## config.mk

```make
export PLATFORM = sky130hd
export DESIGN_NAME = mipsCore
export DESIGN_NICKNAME = d
export VERILOG_FILES = /design/src/source/mipsPkg.sv /design/src/source/aluExecute.sv /design/src/source/instrDecode.sv /design/src/source/mipsCore.sv /design/src/source/regFile.sv /design/src/source/wbResult.sv
export SDC_FILE = /design/constraint.sdc
export NUM_CORES = 2
export LEC_CHECK = 0
export CAP_MARGIN = 20
export CORE_ASPECT_RATIO = 1.5
export CORE_MARGIN = 2
export CORE_UTILIZATION = 40
export CTS_CLUSTER_DIAMETER = 80
export DETAILED_ROUTE_END_ITERATION = 6
export DONT_BUFFER_PORTS = 1
export PLACE_DENSITY = 0.51
export SLEW_MARGIN = 25
export SYNTH_ARGS = -nofsm -noshare
export SYNTH_HDL_FRONTEND = slang
export SYNTH_HIERARCHICAL = 1
export SYNTH_SLANG_ARGS = --single-unit
export TNS_END_PERCENT = 5
```

## constraint.sdc

```tcl
create_clock -name clk -period 11.4 [get_ports clk]
set_input_delay 1.14 -clock clk [delete_from_list [all_inputs] [get_ports clk]]
set_output_delay 1.14 -clock clk [all_outputs]
set_load 0.03 [all_outputs]
```

## src/source/mipsPkg.sv

```systemverilog
`default_nettype none

package mipsPkg;

	typedef logic [31:0] wordT;
	typedef logic [4:0] regAddrT;

	// same 32 bits, two field layouts
	typedef union packed {
		struct packed {
			logic [5:0] opcode;
			regAddrT rs;
			regAddrT rt;
			regAddrT rd;
			logic [4:0] shamt;
			logic [5:0] funct;
		} rType;
		struct packed {
			logic [5:0] opcode;
			regAddrT rs;
			regAddrT rt;
			logic [15:0] imm16;
		} iType;
	} instrT;

	typedef enum logic [3:0] {
		aluAdd,
		aluSub,
		aluAnd,
		aluOr,
		aluXor,
		aluNor,
		aluSlt,
		aluSltu,
		aluSll,
		aluSrl,
		aluSra,
		aluLui
	} aluOpT;

	// primary opcodes
	localparam logic [5:0] opSpecial = 6'h00;
	localparam logic [5:0] opAddiu = 6'h09;
	localparam logic [5:0] opSlti = 6'h0a;
	localparam logic [5:0] opSltiu = 6'h0b;
	localparam logic [5:0] opAndi = 6'h0c;
	localparam logic [5:0] opOri = 6'h0d;
	localparam logic [5:0] opXori = 6'h0e;
	localparam logic [5:0] opLui = 6'h0f;

	// funct field of special
	localparam logic [5:0] fnSll = 6'h00;
	localparam logic [5:0] fnSrl = 6'h02;
	localparam logic [5:0] fnSra = 6'h03;
	localparam logic [5:0] fnAddu = 6'h21;
	localparam logic [5:0] fnSubu = 6'h23;
	localparam logic [5:0] fnAnd = 6'h24;
	localparam logic [5:0] fnOr = 6'h25;
	localparam logic [5:0] fnXor = 6'h26;
	localparam logic [5:0] fnNor = 6'h27;
	localparam logic [5:0] fnSlt = 6'h2a;
	localparam logic [5:0] fnSltu = 6'h2b;

endpackage

`default_nettype wire

```

## src/source/aluExecute.sv

```systemverilog
`default_nettype none

module aluExecute (
	input logic exValid,
	input mipsPkg::wordT exPc,
	input mipsPkg::aluOpT exAluOp,
	input logic exUseImm,
	input logic [4:0] exShamt,
	input mipsPkg::wordT exImm,
	input mipsPkg::regAddrT exRs,
	input mipsPkg::regAddrT exRt,
	input mipsPkg::regAddrT exDest,
	input mipsPkg::wordT exRsData,
	input mipsPkg::wordT exRtData,
	input logic exWrite,
	input logic wbWrite,
	input mipsPkg::regAddrT wbDest,
	input mipsPkg::wordT wbData,
	output logic aluValid,
	output mipsPkg::wordT aluPc,
	output mipsPkg::regAddrT aluDest,
	output logic aluWrite,
	output mipsPkg::wordT aluResult
);
	import mipsPkg::*;

	wordT opA;
	wordT rtValue;
	wordT opB;
	logic lessSigned;
	logic lessUnsigned;

	// result of the previous instruction overrides stale reads
	assign opA = (wbWrite && (wbDest == exRs)) ? wbData : exRsData;
	assign rtValue = (wbWrite && (wbDest == exRt)) ? wbData : exRtData;

	assign opB = exUseImm ? exImm : rtValue;

	assign lessSigned = ($signed(opA) < $signed(opB));
	assign lessUnsigned = (opA < opB);

	always_comb begin
		case (exAluOp)
			aluAdd: aluResult = opA + opB;
			aluSub: aluResult = opA - opB;
			aluAnd: aluResult = opA & opB;
			aluOr: aluResult = opA | opB;
			aluXor: aluResult = opA ^ opB;
			aluNor: aluResult = ~(opA | opB);
			aluSlt: aluResult = {31'd0, lessSigned};
			aluSltu: aluResult = {31'd0, lessUnsigned};
			// shifts act on rt, amount from the shamt field
			aluSll: aluResult = opB << exShamt;
			aluSrl: aluResult = opB >> exShamt;
			aluSra: aluResult = $signed(opB) >>> exShamt;
			aluLui: aluResult = {opB[15:0], 16'h0000};
			default: aluResult = '0;
		endcase
	end

	assign aluValid = exValid;
	assign aluPc = exPc;
	assign aluDest = exDest;
	assign aluWrite = exValid && exWrite;

endmodule

`default_nettype wire

```

## src/source/instrDecode.sv

```systemverilog
`default_nettype none

module instrDecode #(
	parameter mipsPkg::wordT resetPc = 32'hbfc00000
) (
	input logic clk,
	input logic rstN,
	input logic instrValid,
	input mipsPkg::instrT instr,
	input mipsPkg::wordT rsData,
	input mipsPkg::wordT rtData,
	output mipsPkg::regAddrT rsAddr,
	output mipsPkg::regAddrT rtAddr,
	output logic exValid,
	output mipsPkg::wordT exPc,
	output mipsPkg::aluOpT exAluOp,
	output logic exUseImm,
	output logic [4:0] exShamt,
	output mipsPkg::wordT exImm,
	output mipsPkg::regAddrT exRs,
	output mipsPkg::regAddrT exRt,
	output mipsPkg::regAddrT exDest,
	output mipsPkg::wordT exRsData,
	output mipsPkg::wordT exRtData,
	output logic exWrite
);
	import mipsPkg::*;

	wordT pc;
	logic isSpecial;
	logic known;
	aluOpT aluOp;
	logic useImm;
	logic zeroExt;
	regAddrT dest;
	logic [4:0] shamt;
	wordT imm;

	assign isSpecial = (instr.rType.opcode == opSpecial);

	// register reads straight from the incoming word
	assign rsAddr = instr.rType.rs;
	assign rtAddr = instr.rType.rt;

	always_comb begin
		known = 1'b1;
		aluOp = aluAdd;
		useImm = 1'b0;
		zeroExt = 1'b0;
		if (isSpecial) begin
			case (instr.rType.funct)
				fnAddu: aluOp = aluAdd;
				fnSubu: aluOp = aluSub;
				fnAnd: aluOp = aluAnd;
				fnOr: aluOp = aluOr;
				fnXor: aluOp = aluXor;
				fnNor: aluOp = aluNor;
				fnSlt: aluOp = aluSlt;
				fnSltu: aluOp = aluSltu;
				fnSll: aluOp = aluSll;
				fnSrl: aluOp = aluSrl;
				fnSra: aluOp = aluSra;
				default: known = 1'b0;
			endcase
		end else begin
			useImm = 1'b1;
			case (instr.iType.opcode)
				opAddiu: aluOp = aluAdd;
				opSlti: aluOp = aluSlt;
				// sltiu still sign-extends, compare is unsigned
				opSltiu: aluOp = aluSltu;
				opAndi: begin
					aluOp = aluAnd;
					zeroExt = 1'b1;
				end
				opOri: begin
					aluOp = aluOr;
					zeroExt = 1'b1;
				end
				opXori: begin
					aluOp = aluXor;
					zeroExt = 1'b1;
				end
				opLui: begin
					aluOp = aluLui;
					zeroExt = 1'b1;
				end
				default: known = 1'b0;
			endcase
		end
	end

	// unknown encodings become a bubble to r0
	assign dest = !known ? 5'd0 : (isSpecial ? instr.rType.rd : instr.iType.rt);
	assign shamt = isSpecial ? instr.rType.shamt : 5'd0;
	assign imm = zeroExt ? {16'h0000, instr.iType.imm16}
		: {{16{instr.iType.imm16[15]}}, instr.iType.imm16};

	always_ff @(posedge clk or negedge rstN) begin
		if (!rstN) begin
			pc <= resetPc;
			exValid <= 1'b0;
			exWrite <= 1'b0;
		end else begin
			exValid <= instrValid;
			exWrite <= instrValid && known && (dest != 5'd0);
			if (instrValid) begin
				pc <= pc + 32'd4;
			end
		end
	end

	always_ff @(posedge clk) begin
		if (instrValid) begin
			exPc <= pc;
			exAluOp <= aluOp;
			exUseImm <= useImm;
			exShamt <= shamt;
			exImm <= imm;
			exRs <= rsAddr;
			exRt <= rtAddr;
			exDest <= dest;
			exRsData <= rsData;
			exRtData <= rtData;
		end
	end

endmodule

`default_nettype wire

```

## src/source/mipsCore.sv

```systemverilog
`default_nettype none

module mipsCore #(
	parameter mipsPkg::wordT resetPc = 32'hbfc00000
) (
	input logic clk,
	input logic rstN,
	input logic instrValid,
	input mipsPkg::instrT instr,
	output logic debugWbValid,
	output mipsPkg::wordT debugWbPc,
	output logic [3:0] debugWbRfWen,
	output mipsPkg::regAddrT debugWbRfWnum,
	output mipsPkg::wordT debugWbRfWdata
);
	import mipsPkg::*;

	regAddrT rsAddr;
	regAddrT rtAddr;
	wordT rsData;
	wordT rtData;

	logic exValid;
	wordT exPc;
	aluOpT exAluOp;
	logic exUseImm;
	logic [4:0] exShamt;
	wordT exImm;
	regAddrT exRs;
	regAddrT exRt;
	regAddrT exDest;
	wordT exRsData;
	wordT exRtData;
	logic exWrite;

	logic aluValid;
	wordT aluPc;
	regAddrT aluDest;
	logic aluWrite;
	wordT aluResult;

	logic wbWrite;
	regAddrT wbDest;
	wordT wbData;

	instrDecode #(
		.resetPc(resetPc)
	) instrDecode_inst (
		.clk(clk),
		.rstN(rstN),
		.instrValid(instrValid),
		.instr(instr),
		.rsData(rsData),
		.rtData(rtData),
		.rsAddr(rsAddr),
		.rtAddr(rtAddr),
		.exValid(exValid),
		.exPc(exPc),
		.exAluOp(exAluOp),
		.exUseImm(exUseImm),
		.exShamt(exShamt),
		.exImm(exImm),
		.exRs(exRs),
		.exRt(exRt),
		.exDest(exDest),
		.exRsData(exRsData),
		.exRtData(exRtData),
		.exWrite(exWrite)
	);

	regFile regFile_inst (
		.clk(clk),
		.rstN(rstN),
		.rsAddr(rsAddr),
		.rtAddr(rtAddr),
		.wbWrite(wbWrite),
		.wbDest(wbDest),
		.wbData(wbData),
		.rsData(rsData),
		.rtData(rtData)
	);

	aluExecute aluExecute_inst (
		.exValid(exValid),
		.exPc(exPc),
		.exAluOp(exAluOp),
		.exUseImm(exUseImm),
		.exShamt(exShamt),
		.exImm(exImm),
		.exRs(exRs),
		.exRt(exRt),
		.exDest(exDest),
		.exRsData(exRsData),
		.exRtData(exRtData),
		.exWrite(exWrite),
		.wbWrite(wbWrite),
		.wbDest(wbDest),
		.wbData(wbData),
		.aluValid(aluValid),
		.aluPc(aluPc),
		.aluDest(aluDest),
		.aluWrite(aluWrite),
		.aluResult(aluResult)
	);

	wbResult wbResult_inst (
		.clk(clk),
		.rstN(rstN),
		.aluValid(aluValid),
		.aluPc(aluPc),
		.aluDest(aluDest),
		.aluWrite(aluWrite),
		.aluResult(aluResult),
		.wbWrite(wbWrite),
		.wbDest(wbDest),
		.wbData(wbData),
		.debugWbValid(debugWbValid),
		.debugWbPc(debugWbPc),
		.debugWbRfWen(debugWbRfWen),
		.debugWbRfWnum(debugWbRfWnum),
		.debugWbRfWdata(debugWbRfWdata)
	);

endmodule

`default_nettype wire

```

## src/source/regFile.sv

```systemverilog
`default_nettype none

module regFile (
	input logic clk,
	input logic rstN,
	input mipsPkg::regAddrT rsAddr,
	input mipsPkg::regAddrT rtAddr,
	input logic wbWrite,
	input mipsPkg::regAddrT wbDest,
	input mipsPkg::wordT wbData,
	output mipsPkg::wordT rsData,
	output mipsPkg::wordT rtData
);
	import mipsPkg::*;

	wordT regs [32];

	// r0 reads zero, a same-cycle write is seen at once
	function automatic wordT readPort(regAddrT addr);
		wordT value;
		if (addr == 5'd0) begin
			value = '0;
		end else if (wbWrite && (wbDest == addr)) begin
			value = wbData;
		end else begin
			value = regs[addr];
		end
		return value;
	endfunction

	always_comb begin
		rsData = readPort(rsAddr);
		rtData = readPort(rtAddr);
	end

	always_ff @(posedge clk or negedge rstN) begin
		if (!rstN) begin
			for (int i = 0; i < 32; i++) begin
				regs[i] <= '0;
			end
		end else if (wbWrite && (wbDest != 5'd0)) begin
			regs[wbDest] <= wbData;
		end
	end

endmodule

`default_nettype wire

```

## src/source/wbResult.sv

```systemverilog
`default_nettype none

module wbResult (
	input logic clk,
	input logic rstN,
	input logic aluValid,
	input mipsPkg::wordT aluPc,
	input mipsPkg::regAddrT aluDest,
	input logic aluWrite,
	input mipsPkg::wordT aluResult,
	output logic wbWrite,
	output mipsPkg::regAddrT wbDest,
	output mipsPkg::wordT wbData,
	output logic debugWbValid,
	output mipsPkg::wordT debugWbPc,
	output logic [3:0] debugWbRfWen,
	output mipsPkg::regAddrT debugWbRfWnum,
	output mipsPkg::wordT debugWbRfWdata
);
	import mipsPkg::*;

	logic validQ;
	logic writeQ;
	regAddrT destQ;
	wordT pcQ;
	wordT dataQ;

	always_ff @(posedge clk or negedge rstN) begin
		if (!rstN) begin
			validQ <= 1'b0;
			writeQ <= 1'b0;
		end else begin
			validQ <= aluValid;
			writeQ <= aluValid && aluWrite;
		end
	end

	always_ff @(posedge clk) begin
		if (aluValid) begin
			destQ <= aluDest;
			pcQ <= aluPc;
			dataQ <= aluResult;
		end
	end

	// register file write and forward source
	assign wbWrite = writeQ;
	assign wbDest = destQ;
	assign wbData = dataQ;

	// full word write, all byte enables together
	assign debugWbValid = validQ;
	assign debugWbPc = pcQ;
	assign debugWbRfWen = {4{writeQ}};
	assign debugWbRfWnum = destQ;
	assign debugWbRfWdata = dataQ;

endmodule

`default_nettype wire

```

-- Yosys cells after proc, flatten, opt, wreduce, memory -nomap -nowiden
Index checks and enable logic that the tools add are counted.
W data, S select, Z words.
- reduce and logical (&&, ||, !) cells: 20
- shifts and indexed selects: 3
- bitwise logic cells: 7
- magnitude comparators: 6
- equal/unequal tests: 32
- muxes and demuxes: 26
- add/sub/neg operators: 3
- operators with widths (operator ; number):
    $bwmux W1024 ; 1
    $pmux W32 S12 ; 1
    $bmux W32 S5 ; 2
    $mux W32 ; 10
    $demux W32 S5 ; 1
    $lt A32 B32 Y1 ; 2
    $eq A6 B6 Y1 const B ; 8
    $eq A6 B4 Y1 const B ; 7
    $pmux W4 S10 ; 1
    $add A32 B3 Y32 const B ; 1
    $add A32 B32 Y32 ; 1
    $and A32 B32 Y32 ; 1
    $not A32 Y32 ; 1
    $or A32 B32 Y32 ; 1
    $shl A32 B5 Y32 ; 1
    $shr A32 B5 Y32 ; 1
    $sshr A32 B5 Y32 ; 1
    $sub A32 B32 Y32 ; 1
    $xor A32 B32 Y32 ; 1
    $pmux W4 S6 ; 1
    $eq A5 B5 Y1 ; 4
    $ge A6 B6 Y1 const B ; 3
    $not A5 Y6 ; 3
    $eq A4 B3 Y1 const B ; 4
    other kinds (16) ; 39
- logic and storage cells: 148
- output and inout port bits: 74
- flip-flop bits (word level): 1267

-- Longest topological paths before layout
- depth after elaboration: 7
- mapped depth: 21
- gate-level depth less buffers: 18

-- Hierarchy
The synthesis kept the hierarchy.
- modules (own cells, without submodules) (module ; times used ; area each (sq um) ; cells each):
    regFile ; 1 ; 54892.6 ; 3770
    aluExecute ; 1 ; 12000.3 ; 1809
    instrDecode ; 1 ; 6120.9 ; 349
    wbResult ; 1 ; 2436.1 ; 113

-- Worst setup path after synthesis
Ideal clock, no wire load.
- kind: register to register
- start: register wbResult_inst.destQ[2], in the netlist wbResult_inst/debugWbRfWnum[2]
- end: register wbResult_inst.dataQ[27], in the netlist wbResult_inst/debugWbRfWdata[27] (data pin)
- period minus slack after synthesis: 5.124 ns
- slack: 6.276 ns
- cell stages (with the launch flop): 20
- setup time: 0.263 ns
- required time: 11.137 ns
- arrival time: 4.861 ns
- cells stage by stage: edfxtp_1 > buf_4 > xnor2_1 > buf_2 > nand4_1 > buf_4 > nor2_2 > mux2_2 > mux2_2 > ha_1 > o21bai_1 > nand2_1 > o311ai_1 > a221oi_1 > o21ai_1 > a2111oi_1 > o31ai_1 > nor2_1 > a211o_1 > a2111o_1
- word-level cells in the longest chain between the ends: 7
- elaborated cells between the ends (all ways): 17
- RTL lines (what ; RTL line ; source):
    start, declared ; wbResult.sv:24 ; regAddrT destQ;
    start signal, assigned ; wbResult.sv:40 ; destQ <= aluDest;
    branches (longest 6 deep; another with $sub A32 B32 Y32) ; -- ;
    $pmux W32 S12 (*) ; aluExecute.sv:43 ; case (exAluOp)
    net aluResult[27] ; mipsCore.sv:40 ; wordT aluResult;
    end signal, assigned ; wbResult.sv:42 ; dataQ <= aluResult;
    end, declared ; wbResult.sv:26 ; wordT dataQ;
Mark *: on every way through the listed nets, which the timed path passes.
A chain may end at the register's enable or synchronous reset.

-- Worst setup path after layout
Ends and elaborated chain as after synthesis.

==> run_results.csv <==
group,metric,value,unit
clock_tree,ctsHoldBuffers,4,
placement,hpwlAfterDp,201000,um
power_and_ir_drop,peakVddDrop,0.000115,V
timing,fin_crit_sh,60.6,%
worst_setup_path,required,11.96,ns
worst_setup_path,cp_max_fo,29,
finish,synthToLayoutAreaGrowth,8.31,%
die,ios,109,
drt,drt-total-wl,320000,um
logic_synthesis,syn_area_per_cell,12.5,um^2
clock_tree,clock-sinks,1263,
flow_run,drv_cap,0,
logic_synthesis,postSynthCellCount,6041,
timing,period_needed,6.91,ns
die,die_h,536,um
die,coreArea,188000,um^2
drt,dr.pass1.iters,7,
clock_tree,cts_resized,0,
worst_setup_path,critical_path_class,"flip-flop to flip-flop",
logic_synthesis,synth.most_common_cell,"mux2_2",
die,num_rows,195,
logic_synthesis,synth_cell_types,106,
clock_tree,htreeDepth,4,
drt,post_drt_wl_per_cell,38.8,um
drt,drc,1,
logic_synthesis,yosys.area.top_type_share,34.8,%
logic_synthesis,synth_area_leader_cell,"dfrtp_1",
logic_synthesis,synth_seq_area_share,43.3,%
clock_tree,post-cts-setup-buffers,0,
drt,drt_first_iter_violations,5250,
clock_tree,cts_buffers,146,
logic_synthesis,synth_flop_cell,"dfrtp_1",
timing,tightest_slew,1.27,ns
finish,final_nets,5804,
global_route,grt_util_all_layers,33.1,%
global_route,first_global_vias,55800,
power_and_ir_drop,finalPower,11.4,mW
timing,hold_violations,0,
die,die_w,359,um
logic_synthesis,synth_edf_count,205,
timing,skew,0.0529,ns
logic_synthesis,syn_area,75400,um^2
power_and_ir_drop,power.leakage,35.6,nW
die,start_util,40.2,%
die,die_area,192000,um^2
worst_setup_path,crit_path_end_kind,"flip-flop",
timing,max_freq,145,MHz
status,failed_checks,"design-rule violations",
drt,vias_per_cell,6.68,
hold_path,min_path_type,"input pin to async pin",
timing,relSlewSlack,14.6,%
finish,design_area,81700,um^2
status,status,"finished, violations left",
finish,nFillCells,17300,
power_and_ir_drop,p_per_area,139,nW/um^2
logic_synthesis,async_flop_share,83.8,%
clock_tree,cts_root_buf,"clkbuf_16",
timing,rsz0062_at_grt,"false",
timing,fin_setup_tns,0,ns
placement,postPlaceCellArea,76900,um^2
clock_tree,clk_path_buf_depth,4,
logic_synthesis,synthTopCellsByCount,"1057 x mux2_2, 1049 x dfrtp_1, 438 x mux4_2",
logic_synthesis,synth.area.top_cells,"dfrtp_1 35%, mux2_2 16%, mux4_2 13%",
drt,vias,55100,
worst_setup_path,cp-start-kind,"flip-flop",
global_route,grt_overflow_total,0,
logic_synthesis,ys_seq_elements,1263,
placement,globalplace.congestion,1.02,
placement,io_buffer_count,0,
logic_synthesis,yosys_warnings,6,
clock_tree,clkLatencyLatePin,0.84,ns
clock_tree,path_clk_slew,0.07,ns
global_route,grt_pass1_wl,447000,um
timing,setup_viol,0,
finish,layout-drive-gt1-share,34.8,%
drt,antenna_left,0,
timing,slew_viol_final,0,
clock_tree,tritoncts,"built",
global_route,grt_max_degree,317,
worst_setup_path,worst_ep_arrival_time,7.47,ns
global_route,grt_antenna_before_repair,23,
[logic make-up (layout without fill, tap and decap cells)]
| kind of cell | after synthesis | count (layout) | share of synthesized area, % |
|---|---|---|---|
| muxes | 1790 | 1790 | 33.1 |
| DFF | 1263 | 1263 | 43.3 |
| AOI/OAI and AO/OA | 1184 | 1184 | 10.8 |
| and+or+nand+nor | 824 | 824 | 5.32 |
| buffers and inverters | 820 | 549 | 5.16 |
| adders and majority gates | 101 | 101 | 1.69 |
| xor gates and xnor gates | 58 | 58 | 0.673 |
| other | 1 | 14 | 0.00497 |
[per-layer routing]
metal | vias up | wire, um | GRT usage, %
met4 | 12 | 28500 | 24.9
met1 | 29300 | 116000 | 38.0
met2 | 2452 | 154000 | 54.4
met3 | 957 | 20900 | 6.55
met5 | - | 75 | 0
li1 | 22400 | - | -
[area by class of cell]
cell class	count	area, um^2	share of cell area [%]
Antenna cell	12	30.0	0.0367
Clock buffer	211	4180	5.12
Clock inverter	40	397	0.485
Inverter	122	458	0.560
Multi-Input combinational cell	3959	39300	48.1
Sequential cell	1263	32600	39.9
Tap cell	2462	3080	3.77
Timing Repair Buffer	176	1630	1.99
[worst max-delay path: stages (launching register included)]
cell       delay, ns
edfxtp_1        0.42
xnor2_1         0.71
nand4_1         0.16
buf_4           0.32
nor2_2          0.46
mux2_2          0.42
mux2_2          0.36
ha_1            0.36
o21bai_1        0.24
nand2_1         0.09
o311ai_1        0.50
a221oi_1        0.29
o21ai_1         0.71
a2111oi_1       0.31
o31ai_1         0.50
nor2_1          0.08
a211o_1         0.28
a2111o_1        0.40
[placed cells by master, fill, tap and decap left out, drive strengths merged, types with 25 or more instances in the layout]
cell / instances
a211oi: 34
nor4: 27
nand2b: 38
mux2: 1057
ha: 99
o211ai: 57
buf: 174
mux2i: 281
inv: 127
clkinv: 27
o22ai: 73
nor3: 67
nor2: 203
nor2b: 26
o22a: 25
clkbuf: 211
a31oi: 59
and3: 29
nand4: 35
a22oi: 115
o21ai: 231
xnor2: 42
a21oi: 218
dfrtp: 1049
a221oi: 83
mux4: 452
edfxtp: 205
nand2: 228
nand3: 92
[path summary, 6_finish.rpt]
path | startpoint | endpoint | slack (ns) | cells after the start
setup reg to reg | wbResult_inst/debugWbRfWnum[2] | wbResult_inst/debugWbRfWdata[27] | 4.49 | 17
max in group asynchronous | rstN | regFile_inst/regs[485] | 8.67 | 4
hold / removal | rstN | regFile_inst/regs[374] | 0.14 | 1
setup / recovery | wbResult_inst/debugWbRfWnum[2] | wbResult_inst/debugWbRfWdata[27] | 4.49 | 17
min in group clk | instr[9] | instrDecode_inst/exImm[9] | 0.39 | 0
hold reg to reg | regFile_inst/regs[997] | regFile_inst/regs[997] | 0.39 | 0
[state kept, by name, indices dropped and copies added, names as in the netlist]
signal / cells
wbResult_inst/wbWrite: 1
wbResult_inst/debugWbRfWnum: 5
instrDecode_inst/exPc: 30
wbResult_inst/debugWbValid: 1
wbResult_inst/debugWbPc: 32
instrDecode_inst/exShamt: 5
instrDecode_inst/exRt: 5
instrDecode_inst/exUseImm: 1
instrDecode_inst/exImm: 17
instrDecode_inst/exValid: 1
instrDecode_inst/exAluOp: 4
instrDecode_inst/pc: 30
wbResult_inst/debugWbRfWdata: 32
instrDecode_inst/exDest: 5
instrDecode_inst/exWrite: 1
instrDecode_inst/exRs: 5
regFile_inst/regs: 1024
instrDecode_inst/exRsData: 32
instrDecode_inst/exRtData: 32
[power breakdown]
part | switching [mW] | internal [mW] | total, mW
registers | 0.155 | 4.74 | 4.89
clock network | 2.00 | 2.67 | 4.67
logic | 1.27 | 0.555 | 1.82
[metrics by stage]
| stage | setup slack [ns] | utilization [%] | cells | hold WS (ns) |
|---|---|---|---|---|
| 2_1_floorplan | 6.28 | - | 6042 | 0.441 |
| 3_3_place_gp | 4.80 | 40.9 | 7967 | 0.376 |
| 3_5_place_dp | 4.70 | 40.9 | 7972 | 0.384 |
| 4_1_cts | 4.63 | 43.4 | 8227 | 0.124 |
| 5_1_grt | 4.10 | 43.5 | 8235 | 0.131 |
| 6_report | 4.49 | 43.5 | 8245 | 0.136 |
Note: power is estimated with default switching activity, not from simulation.
